--- src/rtl/packer_pkg.sv ---
/*
 * Shared widths, protocol constants and types for the inference request packer.
 * Every module that needs them imports this package with a wildcard import.
 */
`default_nettype none

package packer_pkg;

    localparam int DATA_BYTES         = 32;
    localparam int CHUNK_BEATS        = 30;
    localparam int QUEUE_DEPTH        = 32;
    localparam int NEARLY_FULL_MARGIN = 2;

    // Fixed header fields
    localparam logic [15:0] ETHERTYPE_IPV4 = 16'h0800;
    localparam logic [7:0]  IP_TTL         = 8'd64;
    localparam logic [7:0]  IP_PROTO_UDP   = 8'd17;

    localparam int ETH_HDR_BYTES = 14;
    localparam int IP_HDR_BYTES  = 20;
    localparam int UDP_HDR_BYTES = 8;
    localparam int REQ_HDR_BYTES = 8;

    typedef logic [15:0] len_t;

    typedef struct packed {
        logic [DATA_BYTES*8-1:0] data;
        logic [DATA_BYTES-1:0]   keep;
        logic                    last;
    } axis_beat_t;

    typedef struct packed {
        logic [47:0] dest_mac;
        logic [47:0] src_mac;
        logic [31:0] dest_ip;
        logic [31:0] src_ip;
        logic [15:0] dest_port;
        logic [15:0] src_port;
        logic [31:0] transmission_id;
    } pkt_meta_t;

    typedef enum logic [2:0] {
        idle, reading, emit_eth, emit_ip, emit_udp, emit_req, emit_body
    } packer_state_t;

    // Output source of the assembler
    typedef enum logic [2:0] {
        sel_eth, sel_ip, sel_udp, sel_req, sel_body
    } emit_sel_t;

endpackage

`default_nettype wire
--- src/rtl/frame_assembler.sv ---
/*
 * Holds the per-image metadata and the sequence and packet counters, and builds
 * the Ethernet, IPv4, UDP and request header beats. Each emit registers one beat
 * for the output queue, taken from a header or from the body queue head.
 */
`timescale 1ns/1ps
`default_nettype none

module frame_assembler import packer_pkg::*; (
    input  logic       axis_aclk,
    input  logic       axis_resetn,
    input  pkt_meta_t  meta_in,
    input  logic       capture,
    input  logic       emit,
    input  emit_sel_t  emit_sel,
    input  len_t       chunk_len,
    input  logic       chunk_image_last,
    input  axis_beat_t body_beat,
    output logic       body_last,
    output axis_beat_t wr_beat,
    output logic       wr_en
);

    pkt_meta_t meta;
    len_t      seq_num;
    len_t      pkt_id;

    // Header images with the first wire byte in the top bits
    logic [DATA_BYTES*8-1:0] eth_be;
    logic [DATA_BYTES*8-1:0] ip_be;
    logic [DATA_BYTES*8-1:0] udp_be;
    logic [DATA_BYTES*8-1:0] req_be;

    // Byte 0 of the bus goes first on the wire
    function automatic logic [DATA_BYTES*8-1:0] wire_order(input logic [DATA_BYTES*8-1:0] be);
        logic [DATA_BYTES*8-1:0] le;
        for (int i = 0; i < DATA_BYTES; i++) begin
            le[8*i +: 8] = be[8*(DATA_BYTES-1-i) +: 8];
        end
        return le;
    endfunction

    function automatic logic [DATA_BYTES-1:0] low_keep(input int n);
        return DATA_BYTES'((64'd1 << n) - 64'd1);
    endfunction

    assign eth_be = {meta.dest_mac, meta.src_mac, ETHERTYPE_IPV4,
                     {(DATA_BYTES - ETH_HDR_BYTES)*8{1'b0}}};
    assign ip_be  = {8'h45, 8'h00, len_t'(chunk_len + IP_HDR_BYTES + UDP_HDR_BYTES), pkt_id,
                     16'h0000, IP_TTL, IP_PROTO_UDP, 16'h0000, meta.src_ip, meta.dest_ip,
                     {(DATA_BYTES - IP_HDR_BYTES)*8{1'b0}}};
    assign udp_be = {meta.src_port, meta.dest_port, len_t'(chunk_len + UDP_HDR_BYTES), 16'h0000,
                     {(DATA_BYTES - UDP_HDR_BYTES)*8{1'b0}}};
    assign req_be = {7'd0, chunk_image_last, 8'h00, seq_num, meta.transmission_id,
                     {(DATA_BYTES - REQ_HDR_BYTES)*8{1'b0}}};

    assign body_last = body_beat.last;

    // Metadata and counters
    always_ff @(posedge axis_aclk) begin
        if (!axis_resetn) begin
            meta    <= '0;
            seq_num <= '0;
            pkt_id  <= '0;
        end else if (capture) begin
            meta    <= meta_in;
            seq_num <= (meta_in == meta) ? seq_num + 1'b1 : len_t'(1);
            pkt_id  <= pkt_id + 1'b1;
        end
    end

    always_ff @(posedge axis_aclk) begin
        if (!axis_resetn) begin
            wr_en <= 1'b0;
        end else begin
            wr_en <= emit;
        end
    end

    always_ff @(posedge axis_aclk) begin
        if (emit) begin
            case (emit_sel)
                sel_eth:  wr_beat <= '{wire_order(eth_be), low_keep(ETH_HDR_BYTES), 1'b0};
                sel_ip:   wr_beat <= '{wire_order(ip_be), low_keep(IP_HDR_BYTES), 1'b0};
                sel_udp:  wr_beat <= '{wire_order(udp_be), low_keep(UDP_HDR_BYTES), 1'b0};
                sel_req:  wr_beat <= '{wire_order(req_be), low_keep(REQ_HDR_BYTES), 1'b0};
                default:  wr_beat <= body_beat;
            endcase
        end
    end

endmodule

`default_nettype wire

--- config.mk ---
export PLATFORM = sky130hd
export DESIGN_NAME = frame_assembler
export DESIGN_NICKNAME = d
export VERILOG_FILES = /design/src/rtl/packer_pkg.sv /design/src/rtl/frame_assembler.sv
export SDC_FILE = /design/constraint.sdc
export NUM_CORES = 1
export LEC_CHECK = 0
export BUFFER_PORTS_ARGS = -buffer_cell sky130_fd_sc_hd__buf_4
export CAP_MARGIN = 20
export CORE_AREA = 3 3 322 324
export CTS_CLUSTER_SIZE = 10
export DETAILED_ROUTE_END_ITERATION = 6
export DIE_AREA = 0 0 325 327
export PLACE_DENSITY_LB_ADDON = 0.08
export SLEW_MARGIN = 20
export SYNTH_ARGS = -nofsm -noshare
export SYNTH_HDL_FRONTEND = slang
export SYNTH_SLANG_ARGS = --single-unit
--- constraint.sdc ---
create_clock -name axis_aclk -period 3.25 [get_ports axis_aclk]
set_clock_uncertainty 0.15 [all_clocks]
set_input_delay 0.65 -clock axis_aclk [delete_from_list [all_inputs] [get_ports axis_aclk]]
set_output_delay 0.65 -clock axis_aclk [all_outputs]
set_load 0.03 [all_outputs]
==> metrics.md, run 1 <==
| Metric | Value |
|---|---|
| Result of the run | finished clean |
| IR Drop Worst-Case VDD | 0.000339 V |
| Post-synthesis async set-or-reset flop share | 0% |
| Die height | 327 um |
| Static leakage | 15.4 nW |
| Overall die area | 106,000 sq um |
| Area growth from synthesis to final layout | 41.0% |
| Root cell of the clock tree | clkbuf_16 |
| Total routing usage reported by global routing | 21.1% |
| Total clock buffers created by CTS | 71 |
| Detail-routed via count per cell | 4.42 |
| NumNets Final | 3,520 |
| Min Clock Period, post-route | 3.18 ns |
| Mean Syn Cell Area | 11.8 sq um |
| Cell area power density | 531 nW/um^2 |
| Max H-tree Level | 3 |
| Count of buffers inserted at the top-level ports | 827 |
| Register area share after synthesis | 54.7% |
| Flop-to-flop setup slack | 0.07 ns |
| Actual slew at the worst max-slew pin | 1.10 ns |
| Overall routed net length | 116,000 um |
| Final std cells w/o fill | 4,426 |
| RD Place Congestion | 0.830 |
| Horiz. Die Dim | 325 um |
| Path type of the worst setup path | reg -> reg |
| Clock latency on the worst-skew pair | 0.64 ns |
| Clock input transition at the sequential cells of the worst setup and hold paths | 0.05 ns |
| Setup slack at placement | -0.184 ns |
| Starting density of the core | 24.9% |
| Warnings from Yosys | 0 |
| Count of nets left with antenna violations after detail routing | 0 |
| Share of cells above drive strength 1 | 34.4% |
| Largest net degree at the start of global routing | 162 |
| Global-route wire length before repair | 159,000 um |
| Count of flip-flops with a built-in enable after synthesis | 289 |
| Timing-limited maximum frequency | 314 MHz |
| Endpoint class of the critical path | flop |
| Placed cell count | 4,272 |
| Commonest cells after routing, fill and taps aside | 876 x buf_4, 289 x edfxtp_1, 258 x mux2i_1 |
| Number of instances in the synthesized netlist | 2,143 |
| Floorplan core area | 101,000 sq um |
| Buffers and inverters on the worst path | 1 |
| Maximum fanout along the worst path | 13 |
| Arr. time, crit path | 3.58 ns |
| First-pass iteration count of the detailed router | 6 |
| Congestion Overflow GR | 0 |
| Netlist area before placement | 25,300 sq um |
| Most common library cell in the layout ignoring fill and taps | buf_4 |
| Antenna violations before repair | 45 |
| Slew HR | 26.2% |
| CTS max path bufs | 3 |
| Data required time at the worst endpoint | 3.65 ns |
| Total of max-cap violations | 0 |
| Area after detailed placement | 33,300 sq um |
| # hold bufs at CTS | 0 |
| Max-slew violations | 0 |
| First-iteration detailed-routing DRC count | 1,025 |
| Largest stage delay on the critical path | 0.78 ns |
| # clock sinks | 546 |
| Tightest Hold Check Type | in -> reg |
| Vias post-DR | 19,600 |
| WL/cell | 26.2 um |
| Final Cell Area | 35,600 sq um |
| Final hold violations | 0 |
| TritonCTS clock tree | done |
| Post-CTS sizing | 0 |
| Period utilization | 98.0% |
| Unrepaired setup endpoints after global routing | false |
| Delay-heaviest family, CP | simple AND/OR/NAND/NOR gates |
| Startpoint Class | flop |
| Cell-by-cell trace of the critical path | xor2_1 > nor4_1 > nand4_1 > nor4_4 > a41oi_4 > buf_12 > nor2_1 |
| Standard-cell rows | 117 |
| Seq cells post-synth | 546 |
| Via count of the first global-routing pass | 20,100 |
| Io pins | 828 |
| Number of distinct library cells after synthesis | 50 |
| TNS Setup | 0 ns |
| Post-Synthesis Net Count | 2,686 |
| Primary FF master, synth | edfxtp_1 |
| Final number of setup-violating endpoints | 0 |
| Setup fix buffers added after clock tree synthesis | 0 |
| Final HPWL from detailed placement | 91,500 um |
| Setup slack after layout | 0.0656 ns |
| Slowest-stage cell, CP | nor4_1 |
| DRC violations left | 0 |
| Overall power after layout | 18.9 mW |
per-layer routing:
layer | GRT usage (%) | routed length (um)
met1 | 24.9 | 47200
met2 | 35.9 | 57300
met5 | 0 | 207
met4 | 6.90 | 3040
met3 | 7.32 | 8410
kinds of logic (layout without fill, tap and decap cells):
| family | count (synthesis) | count (layout) | synth area share, % |
|---|---|---|---|
| mux | 299 | 299 | 12.5 |
| other cells | 0 | 24 | 0 |
| xor+xnor | 264 | 264 | 9.16 |
| simple gates | 656 | 656 | 14.8 |
| compound gates | 210 | 210 | 5.98 |
| flops | 546 | 546 | 54.7 |
| buf+inv | 162 | 1053 | 2.53 |
| fa+ha+maj | 6 | 6 | 0.297 |
sequential cells by signal (all words and copies together) (netlist names):
register	flops
wr_en	1
seq_num	16
pkt_id	16
ip_be	64
meta	64
wr_beat	289
eth_be	96
path summary, 6_finish.rpt:
kind | from | to | cells past startpoint
hold / removal | body_beat[4] | wr_beat[4] | 2
setup / recovery | meta[28] | seq_num[4] | 7
hold reg to reg | eth_be[188] | eth_be[188] | 2
setup reg to reg | meta[28] | seq_num[4] | 7
synthesized netlist by cell type (2+ instances only):
cell / instances / area share, %
a221o_1: 2 / 0.079
buf_1: 12 / 0.18
and2_1: 125 / 3.1
or3_1: 3 / 0.074
mux2_2: 31 / 1.4
nor3_1: 5 / 0.099
nand3_1: 17 / 0.34
mux4_2: 10 / 0.89
nand2_1: 148 / 2.2
a22o_1: 63 / 2.2
nor2_1: 13 / 0.19
a21boi_1: 5 / 0.15
buf_2: 15 / 0.30
nor4_1: 52 / 1.3
o21ai_0: 24 / 0.48
inv_1: 29 / 0.43
dfxtp_1: 257 / 20
o31ai_1: 7 / 0.21
xnor2_1: 36 / 1.2
a31oi_1: 2 / 0.050
ha_1: 6 / 0.30
and4_1: 4 / 0.14
o21ai_1: 49 / 0.97
nor2_2: 10 / 0.25
o221ai_1: 10 / 0.35
mux2i_1: 258 / 10
xor2_1: 228 / 7.9
nor2b_1: 229 / 5.7
a21o_1: 6 / 0.18
or2_2: 2 / 0.050
nor4_4: 3 / 0.25
clkbuf_1: 102 / 1.5
or4_4: 2 / 0.089
nand4_1: 25 / 0.62
o22ai_1: 2 / 0.050
nand2b_1: 8 / 0.20
and3_1: 9 / 0.22
a22oi_1: 20 / 0.59
edfxtp_1: 289 / 34
a222oi_1: 8 / 0.32
a21oi_1: 8 / 0.16
per-stage QoR:
| step | hold slack, ns | util, % |
|---|---|---|
| global placement | 0.342 | 32.8 |
| global route | 0.0923 | 35.1 |
| CTS | 0.0668 | 35.1 |
| finish | 0.136 | 35.1 |
| detailed placement | 0.352 | 32.9 |
| floorplan | 0.319 | - |
power by group:
group / internal [mW] / leakage, nW / switching, mW
Combinational: 1.35 / 9.30 / 1.83
Clock: 4.54 / 1.08 / 3.19
Sequential: 7.75 / 4.98 / 0.259
Total: 13.6 / 15.4 / 5.28
area by class of cell:
cell class / count / area [sq um]
inverters: 31 / 116
clock inverters: 14 / 111
repair buffers: 892 / 6870
flip-flops and latches: 546 / 13800
diodes: 24 / 60.1
clock buffers: 116 / 2120
well taps: 1368 / 1710
fillers: 10400 / 65800
multi-input cells: 1435 / 10800
worst reg2reg max path: stages (launching register included):
cell	delay [ns]
dfxtp_1	0.36
xor2_1	0.30
nor4_1	0.79
nand4_1	0.47
nor4_4	0.48
a41oi_4	0.22
buf_12	0.21
nor2_1	0.12
Note: power is estimated with default switching activity, not from simulation.
==> run 2: changes to the inputs <==
Settings changed: CORE_AREA 3 3 322 324 to 3 3 321 323, DIE_AREA 0 0 325 327 to 0 0 324 326, SETUP_SLACK_MARGIN from default to 0.2.
==> run 2 against run 1 <==
- non-clock buffer count up 6
- register-to-register slack gained 0.33 ns
- combinational power hardly changed
==> metrics.md, run 2 (same netlist as run 1, synthesis figures left out) <==
| Metric | Value |
|---|---|
| Total internal power | 13.7 mW (+0.60%) |
| Root cell of the clock tree | clkbuf_16 |
| Path type of the worst setup path | reg -> reg |
| Terminus of the critical flop-to-flop path | seq_num[11] |
| Count of nets left with antenna violations after detail routing | 0 (unchanged) |
| Floorplan core area | 100,000 sq um (-1.3%) |
| Switching share of total power | 27.9% (about the same) |
| Congestion Overflow GR | 0 (unchanged) |
| First-pass iteration count of the detailed router | 5 (-1) |
| Largest reg by FF count | wr_beat |
| Placed cell count | 4,208 (-1.5%) |
| Vias post-DR | 19,700 (+0.88%) |
| NumNets Final | 3,528 (+0.23%) |
| Startpoint Class | flop |
| Timing-limited maximum frequency | 350 MHz (+12%) |
| Hold worst-path end | meta[63] |
| Area after detailed placement | 33,300 sq um (-0.10%) |
| Final hold violations | 0 (unchanged) |
| Result of the run | finished clean |
| Min Clock Period, post-route | 2.86 ns (-0.329 ns) |
| Flop-to-flop setup slack | 0.39 ns (+0.33 ns) |
| Hold path cells | 3 (+1) |
| Startpoint of the lowest-slack hold path | meta_in[63] |
| # clock sinks | 546 (unchanged) |
| Overall power after layout | 19.0 mW (+0.62%) |
| Setup slack after layout | 0.394 ns (+0.329 ns) |
| TritonCTS clock tree | done |
| Overall die area | 106,000 sq um (-0.61%) |
| Data required time at the worst endpoint | 3.66 ns (about the same) |
| Global-route wire length before repair | 158,000 um (-0.65%) |
| DRC violations left | 0 (unchanged) |
| Count of buffers inserted at the top-level ports | 827 (unchanged) |
| Cell area power density | 534 nW/um^2 (+0.53%) |
| Setup fix buffers added after clock tree synthesis | 0 (unchanged) |
| Most common library cell in the layout ignoring fill and taps | buf_4 |
| Commonest cells after routing, fill and taps aside | 882 x buf_4, 289 x edfxtp_1, 258 x mux2i_1 |
| Clock latency on the worst-skew pair | 0.64 ns (about the same) |
| Static leakage | 15.4 nW (+0.48%) |
| Actual slew at the worst max-slew pin | 1.15 ns (+0.0481 ns) |
| Depth of the worst register-to-register path | 7 (unchanged) |
| IR Drop Worst-Case VDD | 0.000267 V (-21%) |
| Tightest Hold Check Type | in -> reg |
| Power share of the combinational group | 16.8% (about the same) |
| TNS Setup | 0 ns (unchanged) |
| Power dissipated by switching net loads | 5.31 mW (+0.67%) |
| Total of max-cap violations | 0 (unchanged) |
| Maximum fanout along the worst path | 10 (-3) |
| RD Place Congestion | 0.808 (-2.6%) |
| Io pins | 828 (unchanged) |
| Final std cells w/o fill | 4,364 (-1.4%) |
| Endpoint class of the critical path | flop |
| Fraction of power consumed by the clock network | 41.1% (+0.3 points) |
| Slew HR | 23.7% (-2.5 points) |
| Final number of setup-violating endpoints | 0 (unchanged) |
| Sequential power share | 42.1% (-0.2 points) |
| Antenna violations before repair | 45 (unchanged) |
| Standard-cell rows | 116 (-0.85%) |
| Horiz. Die Dim | 324 um (-0.31%) |
| Area growth from synthesis to final layout | 41.2% (about the same) |
| Slowest-stage cell, CP | nor4_1 |
| CTS max path bufs | 3 (unchanged) |
| Detail-routed via count per cell | 4.52 (+2.3%) |
| Cell-by-cell trace of the critical path | xor2_1 > nor4_1 > nand4_1 > nor4_4 > a41oi_4 > buf_12 > nor2_2 |
| Period utilization | 87.9% (-10 points) |
| Largest register FFs | 289 (unchanged) |
| Largest stage delay on the critical path | 0.60 ns (-0.18 ns) |
| Arr. time, crit path | 3.27 ns (-0.31 ns) |
| Starting density of the core | 25.2% (+0.32 points) |
| Number of filler instances in the final layout | 10,100 (-2.4%) |
| Total routing usage reported by global routing | 21.3% (+0.13 points) |
| Final HPWL from detailed placement | 92,300 um (+0.91%) |
| Final Cell Area | 35,700 sq um (about the same) |
| Via count of the first global-routing pass | 20,100 (-0.22%) |
| Buffers and inverters on the worst path | 1 (unchanged) |
| Overall routed net length | 117,000 um (+0.39%) |
| Setup slack at placement | -0.138 ns (+0.0461 ns) |
| First-iteration detailed-routing DRC count | 1,068 (+4.2%) |
| WL/cell | 26.7 um (+1.8%) |
| Delay-heaviest family, CP | simple AND/OR/NAND/NOR gates |
| Share of cells above drive strength 1 | 34.8% (+0.38 points) |
| Startpoint of the most critical register-to-register path | meta[28] |
| Die height | 326 um (-0.31%) |
| Max-slew violations | 0 (unchanged) |
| Clock input transition at the sequential cells of the worst setup and hold paths | 0.06 ns (about the same) |
| Largest net degree at the start of global routing | 194 (+20%) |
| Max H-tree Level | 3 (unchanged) |
| Unrepaired setup endpoints after global routing | false |
| Total clock buffers created by CTS | 73 (+2.8%) |
-- run 2: routing by layer --
metal | vias to the layer above | track usage (%) | routed length (um)
met3 | 153 | 7.68 | 10400
met2 | 645 | 36.4 | 57900
met1 | 9602 | 24.7 | 45700
li1 | 9309 | - | -
met5 | - | 0 | 212
met4 | 32 | 6.36 | 2360
-- run 2: area by class of cell --
class,instances,area (sq um),share of cell area (%)
antenna,22,55.1,0.154
clock buffer,115,2150,6.03
clock inverter,19,133,0.372
inverter,31,116,0.326
multi-input combinational,1435,10800,30.4
sequential,546,13800,38.8
tap,1298,1620,4.56
timing repair buffer,898,6920,19.4
-- run 2: worst max-delay path by stage --
stage / cells past startpoint / end / from / slack (ns)
after floorplan: 9 / wr_beat[70] / chunk_len[6] / 0.66
after global placement: 8 / seq_num[3] / meta_in[53] / -0.54
after detailed placement: 8 / seq_num[3] / meta_in[20] / -0.14
after CTS: 8 / seq_num[3] / eth_be[207] / 0.23
after global routing: 7 / seq_num[11] / meta[28] / 0.22
final: 7 / seq_num[11] / meta[28] / 0.39
-- run 2: power by group through the flow --
stage | Sequential [mW] | Combinational (mW) | Clock [mW]
floorplan | 8.64 | 0.962 | 0
global placement | 8.15 | 3.21 | 0
detailed placement | 8.16 | 3.23 | 0
CTS | 8.02 | 3.24 | 8.12
global route | 8.06 | 3.40 | 8.36
finish | 8.01 | 3.19 | 7.83
-- run 2: tightest hold or removal path: cells and delay by family --
family / cells / cell delay [ns]
simple gates: 1 / 0.10
buf+inv: 1 / 0.09
mux: 1 / 0.06
-- run 2: repair_timing --
item | 4_1_cts | 5_1_grt
hold buffers | 0 | 0
endpoints found under the setup margin | 14 | 15
gates resized for setup | 1 | 2
hold endpoints to repair | 0 | 0
-- run 2: through the flow --
| step | util, % | hold slack [ns] |
|---|---|---|
| finish | 35.6 | 0.141 |
| global route | 35.6 | 0.113 |
| CTS | 35.5 | 0.0757 |
| detailed placement | 33.2 | 0.342 |
| global placement | 33.2 | 0.331 |
| floorplan | - | 0.319 |
