## src/rtl/packer_pkg.sv

```systemverilog
/*
 * Shared widths, protocol constants and types for the inference request packer.
 * Every module that needs them imports this package with a wildcard import.
 */
`default_nettype none

package packer_pkg;

    localparam int DATA_BYTES         = 32;
    localparam int CHUNK_BEATS        = 30;
    localparam int QUEUE_DEPTH        = 32;
    localparam int NEARLY_FULL_MARGIN = 2;

    // Fixed header fields
    localparam logic [15:0] ETHERTYPE_IPV4 = 16'h0800;
    localparam logic [7:0]  IP_TTL         = 8'd64;
    localparam logic [7:0]  IP_PROTO_UDP   = 8'd17;

    localparam int ETH_HDR_BYTES = 14;
    localparam int IP_HDR_BYTES  = 20;
    localparam int UDP_HDR_BYTES = 8;
    localparam int REQ_HDR_BYTES = 8;

    typedef logic [15:0] len_t;

    typedef struct packed {
        logic [DATA_BYTES*8-1:0] data;
        logic [DATA_BYTES-1:0]   keep;
        logic                    last;
    } axis_beat_t;

    typedef struct packed {
        logic [47:0] dest_mac;
        logic [47:0] src_mac;
        logic [31:0] dest_ip;
        logic [31:0] src_ip;
        logic [15:0] dest_port;
        logic [15:0] src_port;
        logic [31:0] transmission_id;
    } pkt_meta_t;

    typedef enum logic [2:0] {
        idle, reading, emit_eth, emit_ip, emit_udp, emit_req, emit_body
    } packer_state_t;

    // Output source of the assembler
    typedef enum logic [2:0] {
        sel_eth, sel_ip, sel_udp, sel_req, sel_body
    } emit_sel_t;

endpackage

`default_nettype wire
```

## src/rtl/packer_control.sv

```systemverilog
/*
 * Packer FSM. Starts an image chunk when body data shows up, reads it into the
 * body queue, then emits the four header beats and the chunk's body beats,
 * stalling whenever the output queue is nearly full.
 */
`timescale 1ns/1ps
`default_nettype none

module packer_control import packer_pkg::*; (
    input  logic      axis_aclk,
    input  logic      axis_resetn,
    input  logic      in_valid,
    input  logic      chunk_done,
    input  logic      body_empty,
    input  logic      body_last,
    input  logic      out_nearly_full,
    output logic      capture,
    output logic      accept_en,
    output logic      emit,
    output emit_sel_t emit_sel
);

    packer_state_t state;
    packer_state_t state_next;
    logic          room;

    assign room = ~out_nearly_full;

    always_comb begin
        state_next = state;
        capture    = 1'b0;
        accept_en  = 1'b0;
        emit       = 1'b0;
        emit_sel   = sel_body;

        case (state)
            idle: begin
                capture = in_valid;
                if (in_valid) begin
                    state_next = reading;
                end
            end
            reading: begin
                accept_en = 1'b1;
                if (chunk_done) begin
                    state_next = emit_eth;
                end
            end
            emit_eth: begin
                emit     = room;
                emit_sel = sel_eth;
                if (room) begin
                    state_next = emit_ip;
                end
            end
            emit_ip: begin
                emit     = room;
                emit_sel = sel_ip;
                if (room) begin
                    state_next = emit_udp;
                end
            end
            emit_udp: begin
                emit     = room;
                emit_sel = sel_udp;
                if (room) begin
                    state_next = emit_req;
                end
            end
            emit_req: begin
                emit     = room;
                emit_sel = sel_req;
                if (room) begin
                    state_next = emit_body;
                end
            end
            emit_body: begin
                emit = room & ~body_empty;
                // Chunk ends with the beat carrying the chunk-last bit
                if (emit && body_last) begin
                    state_next = idle;
                end
            end
            default: begin
                state_next = idle;
            end
        endcase
    end

    always_ff @(posedge axis_aclk) begin
        if (!axis_resetn) begin
            state <= idle;
        end else begin
            state <= state_next;
        end
    end

endmodule

`default_nettype wire

```

## config.mk

```make
export PLATFORM = sky130hd
export DESIGN_NAME = packer_control
export DESIGN_NICKNAME = d
export VERILOG_FILES = /design/src/rtl/packer_pkg.sv /design/src/rtl/packer_control.sv
export SDC_FILE = /design/constraint.sdc
export NUM_CORES = 1
export LEC_CHECK = 0
export BUFFER_PORTS_ARGS = -buffer_cell sky130_fd_sc_hd__buf_2
export CAP_MARGIN = 20
export CORE_AREA = 10 10 47 49
export CTS_CLUSTER_DIAMETER = 100
export DETAILED_ROUTE_END_ITERATION = 10
export DIE_AREA = 0 0 57 59
export PLACE_DENSITY = 0.6
export RECOVER_POWER = 50
export SLEW_MARGIN = 10
export SYNTH_ARGS = -nofsm -noshare
export SYNTH_HDL_FRONTEND = slang
export SYNTH_SLANG_ARGS = --single-unit
```

## constraint.sdc

```tcl
create_clock -name axis_aclk -period 1.3 [get_ports axis_aclk]
set_input_delay 0.065 -clock axis_aclk [delete_from_list [all_inputs] [get_ports axis_aclk]]
set_output_delay 0.065 -clock axis_aclk [all_outputs]
set_load 0.03 [all_outputs]
```

==> results of run 1 <==
metal layers:
layer	global-route usage (%)	routed length [microns]	up-vias
met5	0	0	-
met3	4.506	88	0
met2	9.457	387	13
met4	3.020	0	0
met1	6.810	437	158
li1	-	-	190
cell usage after synthesis (all sizes together):
master / instances / area (sq um)
o21ai: 5 / 25.02
xnor2: 1 / 8.760
a22o: 1 / 17.52
buf: 3 / 26.27
nand4b: 1 / 8.760
or3: 1 / 6.260
nand4: 1 / 6.260
nor2: 1 / 6.260
nor2b: 1 / 6.260
inv: 3 / 11.26
nand2: 3 / 11.26
a21boi: 1 / 7.510
nor3b: 1 / 7.510
nor4b: 1 / 23.77
nand2b: 3 / 18.77
a21oi: 2 / 10.01
ha: 3 / 37.54
and2: 1 / 6.260
o21bai: 1 / 18.77
dfxtp: 3 / 60.06
mux2i: 1 / 10.01
and3: 1 / 6.260
nand3: 1 / 5.000
mux2: 1 / 11.26
power breakdown:
group	switching (mW)	internal (mW)	total, mW
clock	0.0456	0.115	0.160
sequential	0.0217	0.107	0.128
combinational	0.149	0.161	0.311
worst max-delay path, cell delays in order (launching register included):
cell	delay, ns
dfxtp_4	0.37
nand2_1	0.07
or3_4	0.34
a21oi_4	0.13
buf_6	0.14
final cells by class:
| type | instances | area (sq um) | area share, % |
|---|---|---|---|
| clock buffer | 4 | 26.28 | 4.357 |
| sequential | 3 | 66.31 | 11.00 |
| tap | 16 | 20.02 | 3.320 |
| inverter | 3 | 11.26 | 1.867 |
| timing repair buffer | 22 | 161.4 | 26.76 |
| multi-input combinational | 32 | 317.8 | 52.70 |
worst max path at each step:
stage                                startpoint                     to  depth (start not counted)
final                     state[2]$_SDFFE_PN0P_                   emit                          4
after global routing      state[2]$_SDFFE_PN0P_                   emit                          4
after CTS                 state[2]$_SDFFE_PN0P_                   emit                          4
after detailed placement  state[2]$_SDFFE_PN0P_  state[2]$_SDFFE_PN0P_                          5
after global placement    state[2]$_SDFFE_PN0P_  state[2]$_SDFFE_PN0P_                          5
after floorplan           state[1]$_SDFFE_PN0P_  state[2]$_SDFFE_PN0P_                          5
kinds of logic (layout without fill, tap and decap cells):
group / count (synthesis) / in the layout / share of synthesized area (%)
buf+inv: 6 / 29 / 10.52
fa+ha+maj: 3 / 3 / 10.53
simple gates: 16 / 16 / 31.59
flops: 3 / 3 / 16.84
mux: 2 / 2 / 5.965
xor+xnor: 1 / 1 / 2.457
compound gates: 10 / 10 / 22.11
through the flow:
stage / power, mW / area (sq um) / TNS, ns / instances
floorplan: 0.3352 / 384.1 / -0.6319 / 41
global placement: 0.4002 / 494.2 / -0.03423 / 74
detailed placement: 0.4031 / 494.2 / -0.1053 / 74
CTS: 0.6110 / 600.6 / -0.1229 / 80
global route: 0.6471 / 603.1 / -0.4687 / 80
finish: 0.5994 / 603.1 / -0.08667 / 80
what timing repair did:
item                       CTS  global route
buffers inserted             2             0
gates resized for setup     15             1
setup endpoints to repair    8             7
pin swaps                    3             0
hold buffers                 0             0
==> results.md, run 1 <==
* Gr usage total at 6.410%
* PD cells at 994.0 nW/um^2
* Minimum period implied by the final worst setup slack at 1.347 ns
* Via count of the first global-routing pass at 387
* Core area at 1401 sq um
* Layout cells sized above 1 at 59.38%
* Largest Register: state
* Headroom to the max-slew limit at 86.36%
* Post-place setup slack at -0.05186 ns
* Setup slack after layout at -0.04665 ns
* I/O Buffers at 12
* RePlAce Congestion at 0.7617
* Initial antenna violation count at 0
* Drt drc at 0
* WHS Endpoint: state[2]$_SDFFE_PN0P_
* Root Buffer: clkbuf_4
* Status: finished, violations left
* Largest regs: state x3
* Min-Delay Path Depth at 3
* Largest net degree at the start of global routing at 8
* CTS Buf Count at 3
* Gr ovfl total at 0
* Post-layout util at 43.04%
* Crit. End Element: output port
* Max Clock Skew at 0.002907 ns
* IO Pins at 13
* DIE WIDTH at 57 microns
* Kind of critical path: flip-flop to output port
* Crit path max fanout at 7
* R2R setup slack at 0.01 ns
* HP Start: axis_resetn
* Most common cell after layout, fill and taps aside: buf_2
* Synthesis warning total at 0
* Crit path DAT at 1.28 ns
* Die area at 3363 sq um
* RSZ-0062 raised after global routing: yes
* Initial DRC Count at 2
* Reg2reg start: state[1]$_SDFFE_PN0P_
* TritonCTS clock tree: built
* Setup violators final at 2
* WL final at 913 microns
* Mean post-synth cell area at 8.697 sq um
* Commonest non-fill, non-tap cells in the layout: buf_2, buf_4, buf_6
* Area grow syn2layout at 69.12%
* Syn nets at 51
* Critical path required time at 1.24 ns
* R2r endpoint: state[2]$_SDFFE_PN0P_
* DR vias/cell at 4.513
* H-tree depth at 1
* DIE HEIGHT at 59 microns
* Slew @ Worst Pin at 0.2024 ns
* Clk_lat worst skew at 0.23 ns
* Hold Path Class: input port to flip-flop
* Critical path startpoint category: flip-flop
* Largest register FFs at 3
* Reg clk slew, reported paths at 0.04 ns
* Diodes inserted at 0
* Clk buf depth at 2
* Global-route wire length before repair at 1711 microns
* Detailed-placement wirelength estimate at 753.4 microns
* Lkg Pwr at 0.2650 nW
* Site Rows at 14
* Highest clock rate at 742.6 MHz
* Initial Utilization at 25.45%
* Final net count at 75
* Cells after synthesis at 41
* Peak VDD IR at 0.5335 mV
* Final Hold Fails at 0
* Final worst path period share at 103.6%
* Sequential area share after synthesis at 16.84%
* Slew Viols, Final at 0
* First drt pass iteration count at 2
* Violated checks: setup timing
* Drt wl/cell at 11.41 microns
* Netlist Area Pre-Place at 356.6 sq um
* Vias at 361
* Clk sinks at 3
* Worst hold margin at 0.1061 ns
* Max-cap violations at 0
* Synth Register Bits at 3
* Antenna Nets Post-Route at 0
* Layout fillers at 150
* Synth unique cells at 27
* Reg2Reg Depth at 5
(Power assumes the default switching activity.)
==> inputs of run 2 (changes only) <==
Settings changed: ABC_AREA from default to 1, PLACE_DENSITY 0.6 to 0.57.
==> run 2 against run 1 <==
Effect of this change:
- synthesized cell count grew 27%
- flip-flop and latch count is the same
- synthesized area shrank 11%
- critical path depth is the same
- cell area shrank 13%
- die area is the same
- largest cell class unchanged
- the run now ends clean
- via count grew 5.0%
- first-iteration DRC count grew to 2.5 times the previous value
- fmax grew 7.5%
- non-clock buffer count shrank 6
==> results.md, run 2 <==
* Setup violators final at 0 (was 2)
* Netlist Area Pre-Place at 319.1 sq um (was 356.6 sq um)
* First drt pass iteration count at 2 (unchanged)
* Post-layout util at 37.50% (was 43.04%)
* Root Buffer: clkbuf_4 (unchanged)
* Most common cell after layout, fill and taps aside: nand2_1 (was buf_2)
* Initial Utilization at 22.77% (was 25.45%)
* Reg clk slew, reported paths at 0.04 ns (about the same)
* Commonest non-fill, non-tap cells in the layout: nand2_1, buf_2, nor2_1 (was buf_2, buf_4, buf_6)
* Adder-cell area share of the yosys netlist at 11.76% (was 10.53%)
* Synthesis warning total at 0 (unchanged)
* RePlAce Congestion at 0.7674 (was 0.7617)
* Largest regs: state x3 (unchanged)
* RSZ-0062 raised after global routing: yes (unchanged)
* TritonCTS clock tree: built (unchanged)
* Final Hold Fails at 0 (unchanged)
* DIE HEIGHT at 59 microns (unchanged)
* Crit. End Element: output port (unchanged)
* Synth Area in XOR/XNOR at 0% (was 2.456%)
* Crit path from: state[1]$_SDFFE_PN0P_ (was state[2]$_SDFFE_PN0P_)
* Reg2reg start: state[2]$_SDFFE_PN0P_ (was state[1]$_SDFFE_PN0P_)
* Reg2Reg Depth at 7 (was 5)
* CTS Buf Count at 3 (unchanged)
* Simple-gate portion of the synthesized area at 54.90% (was 31.58%)
* I/O Buffers at 12 (unchanged)
* Vias at 379 (was 361)
* Sequential area share after synthesis at 18.82% (was 16.84%)
* Final net count at 82 (was 75)
* Hold Path Class: input port to flip-flop (unchanged)
* Via count of the first global-routing pass at 372 (was 387)
* Main area contributors after synthesis: dfxtp_1, nand2_1, ha_1 (was dfxtp_1, ha_1, nor4b_4)
* Drt wl/cell at 10.41 microns (was 11.41 microns)
* Async SR Flop Fraction at 0% (unchanged)
* Final worst path period share at 96.38% (was 103.6%)
* PD cells at 2950 nW/um^2 (was 994.0 nW/um^2)
* Syn nets at 62 (was 51)
* Gr usage total at 5.404% (was 6.410%)
* Initial DRC Count at 5 (was 2)
* Site Rows at 14 (unchanged)
* Clk sinks at 3 (unchanged)
* Lkg Pwr at 0.2574 nW (was 0.2650 nW)
* Slew @ Worst Pin at 0.1989 ns (was 0.2024 ns)
* DIE WIDTH at 57 microns (unchanged)
* Clock power frac at 10.5% (was 26.8%)
* Kind of critical path: flip-flop to output port (unchanged)
* Combinational power share at 72.2% (was 51.8%)
* Max-cap violations at 0 (unchanged)
* Flop pwr share at 17.3% (was 21.4%)
* Leading area contributor after synthesis: dfxtp_1 (unchanged)
* DR vias/cell at 4.356 (was 4.513)
* Antenna Nets Post-Route at 0 (unchanged)
* IO Pins at 13 (unchanged)
* Synth unique cells at 16 (was 27)
* Tot Pwr at 1.550 mW (was 0.5994 mW)
* Max Clock Skew at 0.003818 ns (was 0.002907 ns)
* Headroom to the max-slew limit at 86.74% (was 86.36%)
* Portion of netlist area occupied by mux cells at 0% (was 5.965%)
* Sum of negative setup slack at 0 ns (was -0.08667 ns)
* Crit path max fanout at 5 (was 7)
* Area grow syn2layout at 64.71% (was 69.12%)
* Highest clock rate at 798.2 MHz (was 742.6 MHz)
* Largest register FFs at 3 (unchanged)
* Sw Pwr at 0.8290 mW (was 0.2166 mW)
* Die area at 3363 sq um (unchanged)
* Placed Area at 440.4 sq um (was 494.2 sq um)
* R2R setup slack at 0.16 ns (was 0.01 ns)
* Clk buf depth at 2 (unchanged)
* Critical path startpoint category: flip-flop (unchanged)
* Detailed-placement wirelength estimate at 748 microns (was 753.4 microns)
* Critical path required time at 1.24 ns (about the same)
* Minimum period implied by the final worst setup slack at 1.253 ns (was 1.347 ns)
* Diodes inserted at 0 (unchanged)
* Gr ovfl total at 0 (unchanged)
* Largest net degree at the start of global routing at 8 (unchanged)
* R2r endpoint: state[2]$_SDFFE_PN0P_ (unchanged)
* Synth cell count leaders: nand2_1, nor2_1, nor2_2, inv_1, nand3_1 (was dfxtp_1, ha_1, nand2_1, nand2b_1, o21ai_0)
* Global-route wire length before repair at 1511 microns (was 1711 microns)
* Internal at 0.7214 mW (was 0.3828 mW)
* Most common cell in the netlist: nand2_1
* Cells after synthesis at 52 (was 41)
* Complex-gate fraction of the synthesized area at 4.706% (was 22.11%)
* Synth Register Bits at 3 (unchanged)
* Worst setup endpoint: emit (unchanged)
* H-tree depth at 1 (unchanged)
* Initial antenna violation count at 0 (unchanged)
* Layout cells sized above 1 at 56.34% (was 59.38%)
* Slew Viols, Final at 0 (unchanged)
* Peak VDD IR at 1.251 mV (was 0.5335 mV)
* WL final at 906 microns (was 913 microns)
* Count of flip-flops with a built-in enable after synthesis at 0 (unchanged)
* Area fraction of the dominant cell type after synthesis at 18.82% (was 16.84%)
* Clk_lat worst skew at 0.23 ns (about the same)
* Core area at 1401 sq um (unchanged)
* Drt drc at 0 (unchanged)
* Post-synth top flop: dfxtp_1 (unchanged)
* Largest Register: state (unchanged)
* Crit path DAT at 1.19 ns (was 1.28 ns)
* Final Cell Area at 525.5 sq um (was 603.1 sq um)
* Mean post-synth cell area at 6.136 sq um (was 8.697 sq um)
* Status: complete, no violations (was finished, violations left)
* Sw Share at 53.47% (was 36.14%)
* Largest family of logic cells by synthesized area: simple AND/OR/NAND/NOR gates (unchanged)
* Worst hold margin at 0.08469 ns (was 0.1061 ns)
## run 2: changes by cell type after synthesis, sizes merged, moves of 3 or more
cell	delta
inv	+4
nand2	+13
nand2b	-3
nand3	+4
nor2	+10
o21ai	-3
## run 2: timing repair
item                       in CTS  in global routing
hold buffers                    0                  0
setup endpoints to repair       4                  3
resized for setup              11                  5
gates cloned                    0                  0
buffers inserted                0                  1
pin swaps                       0                  3
## run 2: worst max-delay path, cell delays in order (launching register included)
cell and delay (ns):
dfxtp_4 0.37, inv_2 0.07, ha_4 0.26, o21ai_2 0.12, buf_6 0.14
## run 2: logic make-up (layout without fill, tap and decap cells)
group	count (synthesis)	count (layout)
AOI/OAI and AO/OA	3	3
adders and majority gates	3	3
DFF	3	3
buffers and inverters	8	27
and+or+nand+nor	35	35
## run 2: worst min-delay path by stage
stage                 from                    end  slack [ns]  cells after the start
2_1_floorplan  axis_resetn  state[2]$_SDFFE_PN0P_        0.20                      2
3_3_place_gp   axis_resetn  state[1]$_SDFFE_PN0P_        0.32                      3
3_5_place_dp   axis_resetn  state[0]$_SDFFE_PN0P_        0.33                      3
4_1_cts        axis_resetn  state[1]$_SDFFE_PN0P_        0.09                      3
5_1_grt        axis_resetn  state[0]$_SDFFE_PN0P_        0.09                      3
6_report       axis_resetn  state[1]$_SDFFE_PN0P_        0.08                      3
## run 2: area by class of cell
type                       count  area (sq um)
inverter                       7         26.28
tap                           16         20.02
clock buffer                   4         26.28
multi-input combinational     41         277.8
timing repair buffer          16         106.4
sequential                     3         68.82
fill                         162         875.8
## run 2: through the flow
stage,instances,setup slack (ns)
6_report,87,0.04711
5_1_grt,87,-0.005942
4_1_cts,86,0.001586
3_5_place_dp,82,0.05977
3_3_place_gp,82,0.05488
2_1_floorplan,52,-0.04882
## run 2: power by group through the flow
stage	Clock (mW)	Combinational (mW)	Sequential, mW
after floorplan	0	0.772	0.207
after global placement	0	0.991	0.232
after detailed placement	0	0.987	0.233
after CTS	0.166	1.08	0.253
after global routing	0.178	1.23	0.280
final	0.162	1.12	0.268
## run 2: layer usage
| metal | vias up | global-route usage, % | routed length, microns |
|---|---|---|---|
| met5 | - | 0 | 0 |
| met4 | 0 | 1.007 | 0 |
| met3 | 0 | 3.648 | 69 |
| met2 | 8 | 9.922 | 497 |
| met1 | 170 | 4.875 | 339 |
| li1 | 201 | - | - |
==> inputs of run 3 (changes only) <==
Settings changed: CORE_AREA 10 10 47 49 to 2 2 39 41, DIE_AREA 0 0 57 59 to 0 0 41 43.
==> run 3 against run 2 <==
Effect of this change:
- worst hold slack improved by 0.0046 ns
- combinational power increased by 7%
- via count increased by 2.6%
- clock skew about the same
- critical endpoint is now capture
- highest routed layer unchanged
==> results.md, run 3 (synthesis gave the netlist of run 2 again) <==
* TritonCTS clock tree: built (unchanged)
* I/O Buffers at 12 (unchanged)
* Gr usage total at 10.32% (was 5.404%)
* Detailed-placement wirelength estimate at 594.2 microns (was 748 microns)
* Initial Utilization at 23.06% (was 22.77%)
* RePlAce Congestion at 0.6977 (was 0.7674)
* Flop pwr share at 16.4% (was 17.3%)
* Clk buf depth at 2 (unchanged)
* DR vias/cell at 4.371 (was 4.356)
* Root Buffer: clkbuf_4 (unchanged)
* Highest clock rate at 791.6 MHz (was 798.2 MHz)
* Largest register FFs at 3 (unchanged)
* Met2 wire length at 459 microns (was 497 microns)
* Clock power frac at 9.8% (was 10.5%)
* Commonest non-fill, non-tap cells in the layout: nand2_1, buf_2, buf_4 (was nand2_1, buf_2, nor2_1)
* Headroom to the max-slew limit at 86.81% (was 86.74%)
* Internal at 0.7743 mW (was 0.7214 mW)
* Combinational power share at 73.8% (was 72.2%)
* Final Hold Fails at 0 (unchanged)
* First drt pass iteration count at 1 (was 2)
* Hold Path Class: input port to flip-flop (unchanged)
* PD cells at 2930 nW/um^2 (was 2950 nW/um^2)
* Via count of the first global-routing pass at 330 (was 372)
* Slew Viols, Final at 0 (unchanged)
* Most common cell after layout, fill and taps aside: nand2_1 (unchanged)
* Peak VDD IR at 0.9910 mV (was 1.251 mV)
* RSZ-0062 raised after global routing: yes (unchanged)
* Wire length on met3 at 44 microns (was 69 microns)
* Final worst path period share at 97.17% (was 96.38%)
* Final Cell Area at 556.8 sq um (was 525.5 sq um)
* Crit path max fanout at 5 (unchanged)
* Crit path DAT at 1.20 ns (was 1.19 ns)
* Minimum period implied by the final worst setup slack at 1.263 ns (was 1.253 ns)
* Post-place setup slack at 0.03548 ns (was 0.05977 ns)
* Final net count at 84 (was 82)
* Die area at 1763 sq um (was 3363 sq um)
* Initial DRC Count at 0 (was 5)
* Status: complete, no violations (unchanged)
* Largest regs: state x3 (unchanged)
* Antenna Nets Post-Route at 0 (unchanged)
* Initial antenna violation count at 0 (unchanged)
* Area grow syn2layout at 74.51% (was 64.71%)
* Sw Share at 52.53% (was 53.47%)
* Largest net degree at the start of global routing at 8 (unchanged)
* Slew @ Worst Pin at 0.1964 ns (was 0.1989 ns)
* Placed Area at 440.4 sq um (unchanged)
* Critical path startpoint category: flip-flop (unchanged)
* Lkg Pwr at 0.2789 nW (was 0.2574 nW)
* Vias at 389 (was 379)
* Global-route wire length before repair at 1214 microns (was 1511 microns)
* Drt drc at 0 (unchanged)
* H-tree depth at 1 (unchanged)
* Core area at 1384 sq um (was 1401 sq um)
* Kind of critical path: flip-flop to output port (unchanged)
* Crit. End Element: output port (unchanged)
* IO Pins at 13 (unchanged)
* Setup violators final at 0 (unchanged)
* Diodes inserted at 0 (unchanged)
* WL final at 860 microns (was 906 microns)
* Clk_lat worst skew at 0.23 ns (about the same)
* Largest Register: state (unchanged)
* Gr ovfl total at 0 (unchanged)
* Sum of negative setup slack at 0 ns (unchanged)
* Critical path required time at 1.24 ns (about the same)
* DIE WIDTH at 41 microns (was 57 microns)
* Clk sinks at 3 (unchanged)
* Drt wl/cell at 9.663 microns (was 10.41 microns)
* Max Clock Skew at 0.003864 ns (was 0.003818 ns)
* Site Rows at 14 (unchanged)
* Setup slack after layout at 0.03679 ns (was 0.04711 ns)
* Max-cap violations at 0 (unchanged)
* Sw Pwr at 0.8568 mW (was 0.8290 mW)
* CTS Buf Count at 3 (unchanged)
* Reg clk slew, reported paths at 0.04 ns (about the same)
* Max layer used: met3 (unchanged)
* DRT met1 WL at 357 microns (was 339 microns)
* Layout cells sized above 1 at 58.90% (was 56.34%)
* DIE HEIGHT at 43 microns (was 59 microns)
* Worst hold margin at 0.08929 ns (was 0.08469 ns)
==> run 3: final cells by class <==
type | count | area, sq um
tap | 16 | 20.02
multi-input combinational | 41 | 292.8
timing repair buffer | 18 | 120.1
fill | 149 | 827.0
clock buffer | 4 | 26.28
inverter | 7 | 26.28
sequential | 3 | 71.32
==> run 3: layer usage <==
layer	up-vias	global-route usage, %
met5	-	0
met4	0	10.00
met3	0	1.571
met2	10	15.31
met1	174	11.50
li1	205	-
==> run 3: critical path: stages (launching register included) <==
cell,delay (ns)
dfxtp_4,0.36
buf_4,0.15
nor4_4,0.26
buf_4,0.20
==> run 3: worst paths after layout <==
path | start | end | slack [ns] | cells past startpoint
setup / recovery | state[1]$_SDFFE_PN0P_ | capture | 0.04 | 3
hold / removal | axis_resetn | state[2]$_SDFFE_PN0P_ | 0.09 | 3
setup reg to reg | state[1]$_SDFFE_PN0P_ | state[2]$_SDFFE_PN0P_ | 0.10 | 9
hold reg to reg | state[0]$_SDFFE_PN0P_ | state[0]$_SDFFE_PN0P_ | 0.65 | 3
==> run 3: power by group through the flow <==
stage	Combinational (mW)	Sequential (mW)	Clock, mW
floorplan	0.772	0.207	0
finish	1.20	0.268	0.160
global route	1.32	0.277	0.185
global placement	0.971	0.235	0
CTS	1.07	0.252	0.173
detailed placement	0.971	0.238	0
==> run 3: what timing repair did <==
action	CTS	global route
setup endpoints to repair	5	5
setup buffers	1	2
hold buffers	0	0
pin swaps	0	3
gates resized for setup	9	10
==> run 3: per-stage QoR <==
stage / std cells / util [%] / total power [mW]
6_report: 89 / 40.24 / 1.631
5_1_grt: 89 / 40.24 / 1.781
4_1_cts: 87 / 36.26 / 1.495
3_5_place_dp: 82 / 31.83 / 1.209
3_3_place_gp: 82 / 31.83 / 1.206
2_1_floorplan: 52 / - / 0.9799
